===== src/rtl/table_load_pkg.sv =====
`default_nettype none

package table_load_pkg;

  ////////////////////////////////////////////////////////////
  // widths and limits
  ////////////////////////////////////////////////////////////

  // AXI side
  localparam int ADDR_W          = 32;
  localparam int BEAT_W          = 128;
  localparam int BEAT_BYTES      = BEAT_W / 8;
  localparam int BURST_BEATS     = 256;
  localparam int BURST_BYTES     = BURST_BEATS * BEAT_BYTES;
  localparam int MAX_OUTSTANDING = 4;

  // table side, one beat carries one word per column of a half
  localparam int WORD_W        = 32;
  localparam int COLS_PER_BEAT = BEAT_W / WORD_W;
  localparam int NUM_COL       = 2 * COLS_PER_BEAT;
  localparam int TBL_DEPTH     = 16;
  localparam int PC_W          = 12;

  ////////////////////////////////////////////////////////////
  // vector types
  ////////////////////////////////////////////////////////////

  typedef logic [ADDR_W-1:0]                                   addr_t;
  typedef logic [ADDR_W-1:0]                                   xfer_size_t;
  typedef logic [BEAT_W-1:0]                                   beat_t;
  typedef logic [WORD_W-1:0]                                   word_t;
  typedef logic [PC_W-1:0]                                     pc_t;
  typedef logic [$clog2(TBL_DEPTH)-1:0]                        tbl_addr_t;
  typedef logic [NUM_COL-1:0]                                  col_mask_t;
  typedef logic [$clog2(BURST_BEATS)-1:0]                      arlen_t;
  // beats minus one, byte count with the in-beat offset dropped
  typedef logic [ADDR_W-$clog2(BEAT_BYTES)-1:0]                beat_count_t;
  typedef logic [ADDR_W-$clog2(BEAT_BYTES)-$clog2(BURST_BEATS)-1:0] burst_count_t;

  // which half of the columns the loader is filling
  typedef enum logic [1:0] {
    idle,
    low_half,
    high_half
  } load_state_t;

  // burst plan handed to the AR and R side
  typedef struct packed {
    addr_t        base_addr;
    arlen_t       final_arlen;
    burst_count_t bursts_m1;
  } xfer_plan_t;

  // one table write, mask is zero when nothing is written
  typedef struct packed {
    col_mask_t col_mask;
    tbl_addr_t index;
    beat_t     data;
  } table_write_t;

endpackage

`default_nettype wire


===== src/rtl/run_control.sv =====
`timescale 1ns/1ps
`default_nettype none

module run_control (
  input  wire logic                       aclk,
  input  wire logic                       areset,
  input  wire logic                       ctrl_start,
  input  table_load_pkg::addr_t           ctrl_addr_offset,
  input  table_load_pkg::xfer_size_t      ctrl_xfer_size,
  input  wire logic                       done_steady,
  output table_load_pkg::xfer_plan_t      plan,
  output logic                            start,
  output table_load_pkg::word_t           cycle_register
);

  table_load_pkg::addr_t       base_q;
  table_load_pkg::beat_count_t beats_m1_q;
  table_load_pkg::beat_count_t whole_beats;
  logic                        partial_beat;
  logic                        start_d1;

  ////////////////////////////////////////////////////////////
  // request capture
  ////////////////////////////////////////////////////////////

  // full beats in the request, plus one if a tail is left over
  assign whole_beats  = table_load_pkg::beat_count_t'(ctrl_xfer_size / table_load_pkg::BEAT_BYTES);
  assign partial_beat = (ctrl_xfer_size % table_load_pkg::BEAT_BYTES) != 0;

  // a zero byte count is not a valid request
  always_ff @(posedge aclk) begin
    if (ctrl_start) begin
      // align down so no burst crosses a 4 kB page
      base_q     <= ctrl_addr_offset &
                    ~table_load_pkg::addr_t'(table_load_pkg::BURST_BYTES - 1);
      beats_m1_q <= partial_beat ? whole_beats : whole_beats - 1'b1;
    end
  end

  // split the beat count into full bursts and the tail burst
  always_ff @(posedge aclk) begin
    if (start_d1) begin
      plan.base_addr   <= base_q;
      plan.final_arlen <= table_load_pkg::arlen_t'(beats_m1_q);
      plan.bursts_m1   <= table_load_pkg::burst_count_t'(beats_m1_q /
                                                         table_load_pkg::BURST_BEATS);
    end
  end

  // start strobe lines up with the plan, two edges after ctrl_start
  always_ff @(posedge aclk) begin
    if (areset) begin
      start_d1 <= 1'b0;
      start    <= 1'b0;
    end else begin
      start_d1 <= ctrl_start;
      start    <= start_d1;
    end
  end

  ////////////////////////////////////////////////////////////
  // cycle register
  ////////////////////////////////////////////////////////////

  // cleared by a new request, counts steady cycles
  always_ff @(posedge aclk) begin
    if (areset) begin
      cycle_register <= '0;
    end else if (ctrl_start) begin
      cycle_register <= '0;
    end else if (done_steady) begin
      cycle_register <= cycle_register + 1'b1;
    end
  end

endmodule

`default_nettype wire


===== src/rtl/ar_issuer.sv =====
`timescale 1ns/1ps
`default_nettype none

module ar_issuer (
  input  wire logic                  aclk,
  input  wire logic                  areset,
  input  table_load_pkg::xfer_plan_t plan,
  input  wire logic                  start,
  input  wire logic                  burst_done,
  input  wire logic                  arready,
  output logic                       arvalid,
  output table_load_pkg::addr_t      araddr,
  output table_load_pkg::arlen_t     arlen
);

  logic                                                  arxfer;
  logic                                                  idle;
  logic                                                  final_burst;
  logic                                                  stall;
  table_load_pkg::burst_count_t                          to_go;
  logic [$clog2(table_load_pkg::MAX_OUTSTANDING+1)-1:0] vacancy;

  assign arxfer      = arvalid & arready;
  // countdown at zero means the burst on the bus is the last one
  assign final_burst = (to_go == '0);
  // no free slot, hold off until a burst completes
  assign stall       = (vacancy == '0);

  ////////////////////////////////////////////////////////////
  // issue control
  ////////////////////////////////////////////////////////////

  // idle until a start, back to idle once the last address is taken
  always_ff @(posedge aclk) begin
    if (areset) begin
      idle <= 1'b1;
    end else if (start) begin
      idle <= 1'b0;
    end else if (arxfer && final_burst) begin
      idle <= 1'b1;
    end
  end

  // bursts still to issue, minus one
  always_ff @(posedge aclk) begin
    if (areset) begin
      to_go <= '0;
    end else if (start) begin
      to_go <= plan.bursts_m1;
    end else if (arxfer) begin
      to_go <= to_go - 1'b1;
    end
  end

  // free slots for outstanding bursts
  always_ff @(posedge aclk) begin
    if (areset) begin
      vacancy <= $bits(vacancy)'(table_load_pkg::MAX_OUTSTANDING);
    end else begin
      case ({burst_done, arxfer})
        2'b10:   vacancy <= vacancy + 1'b1;
        2'b01:   vacancy <= vacancy - 1'b1;
        default: vacancy <= vacancy;
      endcase
    end
  end

  ////////////////////////////////////////////////////////////
  // AR channel
  ////////////////////////////////////////////////////////////

  // valid holds until accepted, then drops for at least one cycle
  always_ff @(posedge aclk) begin
    if (areset) begin
      arvalid <= 1'b0;
    end else if (arvalid) begin
      if (arready) begin
        arvalid <= 1'b0;
      end
    end else if (!idle && !stall) begin
      arvalid <= 1'b1;
    end
  end

  // next page after each accepted address
  always_ff @(posedge aclk) begin
    if (start) begin
      araddr <= plan.base_addr;
    end else if (arxfer) begin
      araddr <= araddr + table_load_pkg::addr_t'(table_load_pkg::BURST_BYTES);
    end
  end

  // full length except for the tail burst
  assign arlen = final_burst ? plan.final_arlen
                             : table_load_pkg::arlen_t'(table_load_pkg::BURST_BEATS - 1);

endmodule

`default_nettype wire


===== src/rtl/r_tracker.sv =====
`timescale 1ns/1ps
`default_nettype none

module r_tracker (
  input  wire logic                  aclk,
  input  wire logic                  areset,
  input  table_load_pkg::xfer_plan_t plan,
  input  wire logic                  start,
  input  wire logic                  rvalid,
  input  wire logic                  rlast,
  output logic                       burst_done,
  output logic                       ctrl_done
);

  table_load_pkg::burst_count_t remaining;
  logic                         final_burst;

  // with rready tied high every rlast beat ends a burst
  assign burst_done  = rvalid & rlast;
  assign final_burst = (remaining == '0);

  // bursts still to complete minus one
  always_ff @(posedge aclk) begin
    if (areset) begin
      remaining <= '0;
    end else if (start) begin
      remaining <= plan.bursts_m1;
    end else if (burst_done && !final_burst) begin
      remaining <= remaining - 1'b1;
    end
  end

  // single cycle pulse after the last rlast
  always_ff @(posedge aclk) begin
    if (areset) begin
      ctrl_done <= 1'b0;
    end else begin
      ctrl_done <= burst_done & final_burst;
    end
  end

endmodule

`default_nettype wire


===== src/rtl/table_loader.sv =====
`timescale 1ns/1ps
`default_nettype none

module table_loader (
  input  wire logic                    aclk,
  input  wire logic                    areset,
  input  wire logic                    rvalid,
  input  table_load_pkg::beat_t        rdata,
  input  wire logic                    ctrl_done,
  output table_load_pkg::table_write_t wr
);

  table_load_pkg::load_state_t state;
  table_load_pkg::load_state_t state_next;
  table_load_pkg::tbl_addr_t   index;
  table_load_pkg::col_mask_t   low_mask;
  table_load_pkg::col_mask_t   high_mask;
  table_load_pkg::col_mask_t   half_mask;
  logic                        wrap;

  // one column per word lane in each half
  assign low_mask  = table_load_pkg::col_mask_t'((1 << table_load_pkg::COLS_PER_BEAT) - 1);
  assign high_mask = low_mask << table_load_pkg::COLS_PER_BEAT;

  // last entry of the table taken this cycle
  assign wrap = rvalid && (index == table_load_pkg::tbl_addr_t'(table_load_pkg::TBL_DEPTH - 1));

  ////////////////////////////////////////////////////////////
  // write index
  ////////////////////////////////////////////////////////////

  // wraps by width after the last entry
  always_ff @(posedge aclk) begin
    if (areset) begin
      index <= '0;
    end else if (rvalid) begin
      index <= index + 1'b1;
    end else if (ctrl_done) begin
      index <= '0;
    end
  end

  ////////////////////////////////////////////////////////////
  // half select FSM
  ////////////////////////////////////////////////////////////

  always_comb begin
    state_next = state;
    case (state)
      table_load_pkg::idle:      if (rvalid) state_next = table_load_pkg::low_half;
      table_load_pkg::low_half:  if (wrap) state_next = table_load_pkg::high_half;
      table_load_pkg::high_half: state_next = table_load_pkg::high_half;
      default:                   state_next = table_load_pkg::idle;
    endcase
    // end of load from either half
    if (ctrl_done) begin
      state_next = table_load_pkg::idle;
    end
  end

  always_ff @(posedge aclk) begin
    if (areset) begin
      state <= table_load_pkg::idle;
    end else begin
      state <= state_next;
    end
  end

  // the first beat arrives while still idle and goes to the low half
  assign half_mask = (state == table_load_pkg::high_half) ? high_mask : low_mask;

  // write goes out on the same edge as the beat
  assign wr.col_mask = rvalid ? half_mask : '0;
  assign wr.index    = index;
  assign wr.data     = rdata;

endmodule

`default_nettype wire


===== src/rtl/instr_table_bank.sv =====
`timescale 1ns/1ps
`default_nettype none

module instr_table_bank (
  input  wire logic                                                aclk,
  input  wire logic                                                areset,
  input  table_load_pkg::table_write_t                             wr,
  input  table_load_pkg::col_mask_t                                clken_pc,
  input  table_load_pkg::col_mask_t                                load_pc,
  input  table_load_pkg::col_mask_t                                incr_pc,
  input  table_load_pkg::pc_t [table_load_pkg::NUM_COL-1:0]        load_value_pc,
  output table_load_pkg::word_t [table_load_pkg::NUM_COL-1:0]      instr
);

  ////////////////////////////////////////////////////////////
  // one table and one PC per column
  ////////////////////////////////////////////////////////////

  for (genvar c = 0; c < table_load_pkg::NUM_COL; c++) begin : g_col
    table_load_pkg::word_t     mem [table_load_pkg::TBL_DEPTH];
    table_load_pkg::pc_t       pc;
    table_load_pkg::tbl_addr_t rd_index;
    table_load_pkg::word_t     lane;
    table_load_pkg::word_t     rd_q;

    // both halves share the same four word lanes
    assign lane = wr.data[(c % table_load_pkg::COLS_PER_BEAT)*table_load_pkg::WORD_W +:
                          table_load_pkg::WORD_W];

    always_ff @(posedge aclk) begin
      if (wr.col_mask[c]) begin
        mem[wr.index] <= lane;
      end
    end

    // load wins over increment, both need the clock enable
    always_ff @(posedge aclk) begin
      if (areset) begin
        pc <= '0;
      end else if (clken_pc[c]) begin
        if (load_pc[c]) begin
          pc <= load_value_pc[c];
        end else if (incr_pc[c]) begin
          pc <= pc + 1'b1;
        end
      end
    end

    // table is addressed by the low PC bits only
    assign rd_index = table_load_pkg::tbl_addr_t'(pc);

    // registered read, new entry one edge after the PC moves
    always_ff @(posedge aclk) begin
      rd_q <= mem[rd_index];
    end

    assign instr[c] = rd_q;
  end

endmodule

`default_nettype wire


===== src/rtl/table_load_top.sv =====
`timescale 1ns/1ps
`default_nettype none

module table_load_top (
  input  wire logic                                           aclk,
  input  wire logic                                           areset,
  // control
  input  wire logic                                           ctrl_start,
  input  table_load_pkg::addr_t                               ctrl_addr_offset,
  input  table_load_pkg::xfer_size_t                          ctrl_xfer_size,
  output logic                                                ctrl_done,
  input  wire logic                                           done_steady,
  output table_load_pkg::word_t                               cycle_register,
  // AXI4 read address channel
  output logic                                                arvalid,
  input  wire logic                                           arready,
  output table_load_pkg::addr_t                               araddr,
  output table_load_pkg::arlen_t                              arlen,
  // AXI4 read data channel
  input  wire logic                                           rvalid,
  output logic                                                rready,
  input  table_load_pkg::beat_t                               rdata,
  input  wire logic                                           rlast,
  // per column PC controls
  input  table_load_pkg::col_mask_t                           clken_pc,
  input  table_load_pkg::col_mask_t                           load_pc,
  input  table_load_pkg::col_mask_t                           incr_pc,
  input  table_load_pkg::pc_t [table_load_pkg::NUM_COL-1:0]   load_value_pc,
  output table_load_pkg::word_t [table_load_pkg::NUM_COL-1:0] instr
);

  table_load_pkg::xfer_plan_t   plan;
  table_load_pkg::table_write_t wr;
  logic                         start;
  logic                         burst_done;

  // every beat lands in a table write, never back-pressured
  assign rready = 1'b1;

  ////////////////////////////////////////////////////////////
  // request and AXI read side
  ////////////////////////////////////////////////////////////

  run_control u_run_control (
    .aclk             (aclk),
    .areset           (areset),
    .ctrl_start       (ctrl_start),
    .ctrl_addr_offset (ctrl_addr_offset),
    .ctrl_xfer_size   (ctrl_xfer_size),
    .done_steady      (done_steady),
    .plan             (plan),
    .start            (start),
    .cycle_register   (cycle_register)
  );

  ar_issuer u_ar_issuer (
    .aclk       (aclk),
    .areset     (areset),
    .plan       (plan),
    .start      (start),
    .burst_done (burst_done),
    .arready    (arready),
    .arvalid    (arvalid),
    .araddr     (araddr),
    .arlen      (arlen)
  );

  r_tracker u_r_tracker (
    .aclk       (aclk),
    .areset     (areset),
    .plan       (plan),
    .start      (start),
    .rvalid     (rvalid),
    .rlast      (rlast),
    .burst_done (burst_done),
    .ctrl_done  (ctrl_done)
  );

  ////////////////////////////////////////////////////////////
  // table fill and readout
  ////////////////////////////////////////////////////////////

  table_loader u_table_loader (
    .aclk      (aclk),
    .areset    (areset),
    .rvalid    (rvalid),
    .rdata     (rdata),
    .ctrl_done (ctrl_done),
    .wr        (wr)
  );

  instr_table_bank u_instr_table_bank (
    .aclk          (aclk),
    .areset        (areset),
    .wr            (wr),
    .clken_pc      (clken_pc),
    .load_pc       (load_pc),
    .incr_pc       (incr_pc),
    .load_value_pc (load_value_pc),
    .instr         (instr)
  );

endmodule

`default_nettype wire


===== config.mk =====
export PLATFORM = sky130hd
export DESIGN_NAME = table_load_top
export DESIGN_NICKNAME = d
export VERILOG_FILES = /design/src/rtl/table_load_pkg.sv /design/src/rtl/run_control.sv /design/src/rtl/ar_issuer.sv /design/src/rtl/r_tracker.sv /design/src/rtl/table_loader.sv /design/src/rtl/instr_table_bank.sv /design/src/rtl/table_load_top.sv
export SDC_FILE = /design/constraint.sdc
export NUM_CORES = 2
export LEC_CHECK = 0
export BUFFER_PORTS_ARGS = -buffer_cell sky130_fd_sc_hd__buf_2
export CORE_MARGIN = 2
export CORE_UTILIZATION = 61
export CTS_BUF_LIST = sky130_fd_sc_hd__clkbuf_16
export DETAILED_ROUTE_END_ITERATION = 8
export PLACE_DENSITY_LB_ADDON = 0.2
export SETUP_SLACK_MARGIN = 0.05
export SLEW_MARGIN = 20
export SYNTH_ARGS = -nofsm -noshare
export SYNTH_HDL_FRONTEND = slang
export SYNTH_SLANG_ARGS = --single-unit

===== constraint.sdc =====
create_clock -name aclk -period 12.7 [get_ports aclk]
set_input_delay 0.635 -clock aclk [delete_from_list [all_inputs] [get_ports aclk]]
set_output_delay 0.635 -clock aclk [all_outputs]
set_load 0.02 [all_outputs]

==> results.py <==
metrics = {
    "yosys": {
        "avgSynthCellArea_um2": 24.01,
        "post-synth-top-area-cell": "edfxtp_1",
        "seq_area_frac_synth_pct": 79.02,
        "ys_warn_count": 0,
        "synth_edf_count": 4212,
        "synth_area_um2": 169500,
        "netlist_top_cells_area": "edfxtp_1, mux4_2, dfxtp_1, clkbuf_1, nor2_1",
        "ys_ff_latch": 4586,
        "synth_top_flop_cell": "edfxtp_1",
        "postSynthCellCount": 7061,
        "ys_top_cells_by_count": "edfxtp_1, mux4_2, dfxtp_1, clkbuf_1, nor2_1",
        "yosysMostFrequentCell": "edfxtp_1",
        "synth.distinct_cells": 68,
        "synthArstFlopShare_pct": 0,
        "synthDominantCellAreaShare_pct": 74.60,
    },
    "power_and_ir_drop": {
        "leakage_nw": 60.66,
        "powerDensity_nw_per_um2": 167.7,
        "total_power_mw": 32.21,
        "peakVddDrop_mv": 0.1564,
    },
    "timing": {
        "fin_setup_tns_ps": 0,
        "finalSetupViolations": 0,
        "fin_skew_ps": 56.38,
        "drv_slew": 0,
        "worst_pin_slew_ps": 1186,
        "rsz0062_at_grt": "false",
        "finalCriticalPeriod_ps": 4636,
        "fmax_ghz": 0.2157,
        "relSlewSlack_pct": 20.95,
        "min_period_over_period_pct": 36.50,
        "final-hold-violation-count": 0,
        "timing.final.ws_setup_ps": 8064,
    },
    "floorplan": {
        "initial_core_util_pct": 61.32,
        "pin_count": 650,
        "die-area_um2": 282200,
        "fp.dieW_um": 531.2,
        "chipHeight_um": 531.2,
        "core_area_um2": 276500,
        "rows": 193,
    },
    "route": {
        "firstDrtPassIters": 5,
        "vias": 79312,
        "vias_per_cell": 6.607,
        "drt-total-wl_um": 388600,
        "ant_nets": 0,
        "drt_iter0_markers": 9079,
        "wl_per_cell_um": 32.37,
        "drc_errors": 0,
    },
    "status": {
        "status": "finished, final reports clean",
    },
    "clock_network": {
        "cts_resized": 0,
        "postCtsSetupBuffers": 0,
        "root_buffer": "clkbuf_16",
        "clock_latency_ps": 970,
        "htreeDepth": 5,
        "cts_buffers": 440,
        "cts_hold_buf": 62,
        "cts_tree": "done",
        "cts_num_sinks": 4586,
        "clk_pin_slew_ps": 70,
        "clockBufferDepth": 4,
    },
    "setup_path": {
        "cp_data_arrival_time_ps": 5190,
        "critPathCaptureType": "register",
        "crit_path_top_delay_cell": "buf_4",
        "cp_slowest_stage_delay_ps": 910,
        "critPathMostFrequentCell": "buf_4",
        "crit_buf_inv": 2,
        "crit_type": "reg2reg",
        "cp_cell_sequence": "nand2b_1, nor2_1, and2_4, buf_4, buf_4",
        "worstPathRequired_ps": 13250,
        "cp_max_fo": 45,
        "cp-start-kind": "register",
        "cp_top_family": "buffers and inverters",
    },
    "placement": {
        "preCtsSetupSlack_ps": 8139,
        "port-buffer-count": 560,
        "gp_congestion": 0.7852,
        "place_inst": 11100,
        "dpl.hpwl_um": 194600,
    },
    "grt": {
        "grt.total_usage_pct": 27.67,
        "grt_pass1_vias": 80659,
        "antenna_found_initial": 41,
        "gr-total-overflow": 0,
        "grt_max_degree": 99,
        "grt_pass1_wl_um": 559300,
    },
    "layout": {
        "syn2layout_area_growth_pct": 13.26,
        "fin_cells": 12004,
        "regArea_um2": 134100,
        "multiInputGateArea_um2": 34160,
        "nets": 8242,
        "fillers": 16064,
        "drive_gt1_share_pct": 32.38,
    },
    "min_path": {
        "hp-class": "in2reg",
    },
    "job": {
        "drv_cap": 0,
    },
}
-- sequential cells by signal, indices dropped and copies added, names as in the netlist, 3 cells and up --
| register | count |
|---|---|
| u_ar_issuer.araddr | 20 |
| u_ar_issuer.to_go | 20 |
| u_ar_issuer.vacancy | 3 |
| u_instr_table_bank.g_col.mem | 4096 |
| u_instr_table_bank.g_col.pc | 32 |
| u_instr_table_bank.g_col.rd_q | 256 |
| u_r_tracker.remaining | 20 |
| u_run_control.base_q | 20 |
| u_run_control.beats_m1_q | 28 |
| u_run_control.cycle_register | 32 |
| u_run_control.plan | 48 |
| u_table_loader.index | 4 |
-- worst register-to-register path: stages (launching register included) --
cell      delay (ps)
dfxtp_1          710
nand2b_1         440
nor2_1           300
and2_4           900
buf_4            850
buf_4            990
-- layer usage --
metal | vias up | routed length, um | global-route usage [%]
met2 | 3850 | 193200 | 45.00
li1 | 31883 | - | -
met4 | 26 | 10920 | 8.138
met1 | 42937 | 151700 | 39.67
met3 | 616 | 32590 | 4.299
met5 | - | 161 | 0
-- final cells by class --
type	count	share of cell area, %
diodes	16	0.02085
clock inverters	378	1.647
flip-flops and latches	4586	69.81
multi-input cells	2078	17.79
clock buffers	448	5.838
repair buffers	755	2.406
inverters	38	0.07428
well taps	3705	2.414
-- stage by stage --
| step | instance area [um^2] | utilization (%) | hold WS [ps] |
|---|---|---|---|
| 4_1_cts | 192000 | 69.43 | 1.205 |
| 3_3_place_gp | 177000 | 64.01 | 402.4 |
| 6_report | 192000 | 69.45 | 66.57 |
| 2_1_floorplan | 169600 | - | 400.3 |
| 3_5_place_dp | 177000 | 64.01 | 404.5 |
| 5_1_grt | 192000 | 69.44 | 44.41 |
-- final timing paths --
path | from | end | slack [ps] | depth (start not counted)
max | u_table_loader.index[2] | u_instr_table_bank.g_col[0].mem[5][15] | 8060 | 5
min reg2reg | u_run_control.base_q[24] | u_run_control.plan[52] | 420 | 0
max reg2reg | u_table_loader.index[2] | u_instr_table_bank.g_col[0].mem[5][15] | 8060 | 5
min | load_value_pc[15] | u_instr_table_bank.g_col[1].pc[3] | 70 | 4
-- layout by cell type (no fill, tap or decap), types with 17 or more instances in the layout --
cell / synthesis / layout
a21oi_1: 49 / 49
and3_1: 24 / 17
buf_2: 27 / 559
buf_4: 13 / 117
bufinv_16: 0 / 50
clkbuf_16: 0 / 448
clkinv_1: 1 / 103
clkinv_2: 0 / 74
dfxtp_1: 374 / 340
dfxtp_4: 0 / 18
dlygate4sd3_1: 0 / 62
edfxtp_1: 4212 / 4212
ha_1: 23 / 23
inv_1: 37 / 149
mux2i_1: 25 / 25
mux4_2: 1280 / 1280
nand2_1: 49 / 49
nand3_1: 33 / 33
nand4_1: 24 / 24
nor2_1: 112 / 99
nor3_1: 43 / 36
nor4_1: 38 / 38
o21ai_0: 39 / 39
or2_2: 18 / 18
or3_1: 31 / 31
or4_1: 19 / 19
xnor2_1: 24 / 24
xor2_1: 37 / 37
-- logic make-up after synthesis --
| logic type | after synthesis | share of synthesized area, % |
|---|---|---|
| other | 2 | 0.004430 |
| AO/OA/AOI/OAI | 230 | 0.9432 |
| AND/OR/NAND/NOR | 444 | 1.415 |
| buffers and inverters | 408 | 0.9660 |
| flip-flops | 4586 | 79.02 |
| XOR/XNOR | 61 | 0.3151 |
| adder cells (fa/ha/maj) | 24 | 0.1815 |
| multiplexers | 1306 | 17.16 |
-- where the power goes --
part | total [mW] | leakage (nW) | switching (mW) | internal [mW]
clock network | 12.9 | 7.44 | 5.50 | 7.41
logic | 2.11 | 12.1 | 1.19 | 0.920
registers | 17.2 | 41.1 | 0.317 | 16.9
total | 32.2 | 60.7 | 7.01 | 25.2
(Power assumes the default switching activity.)
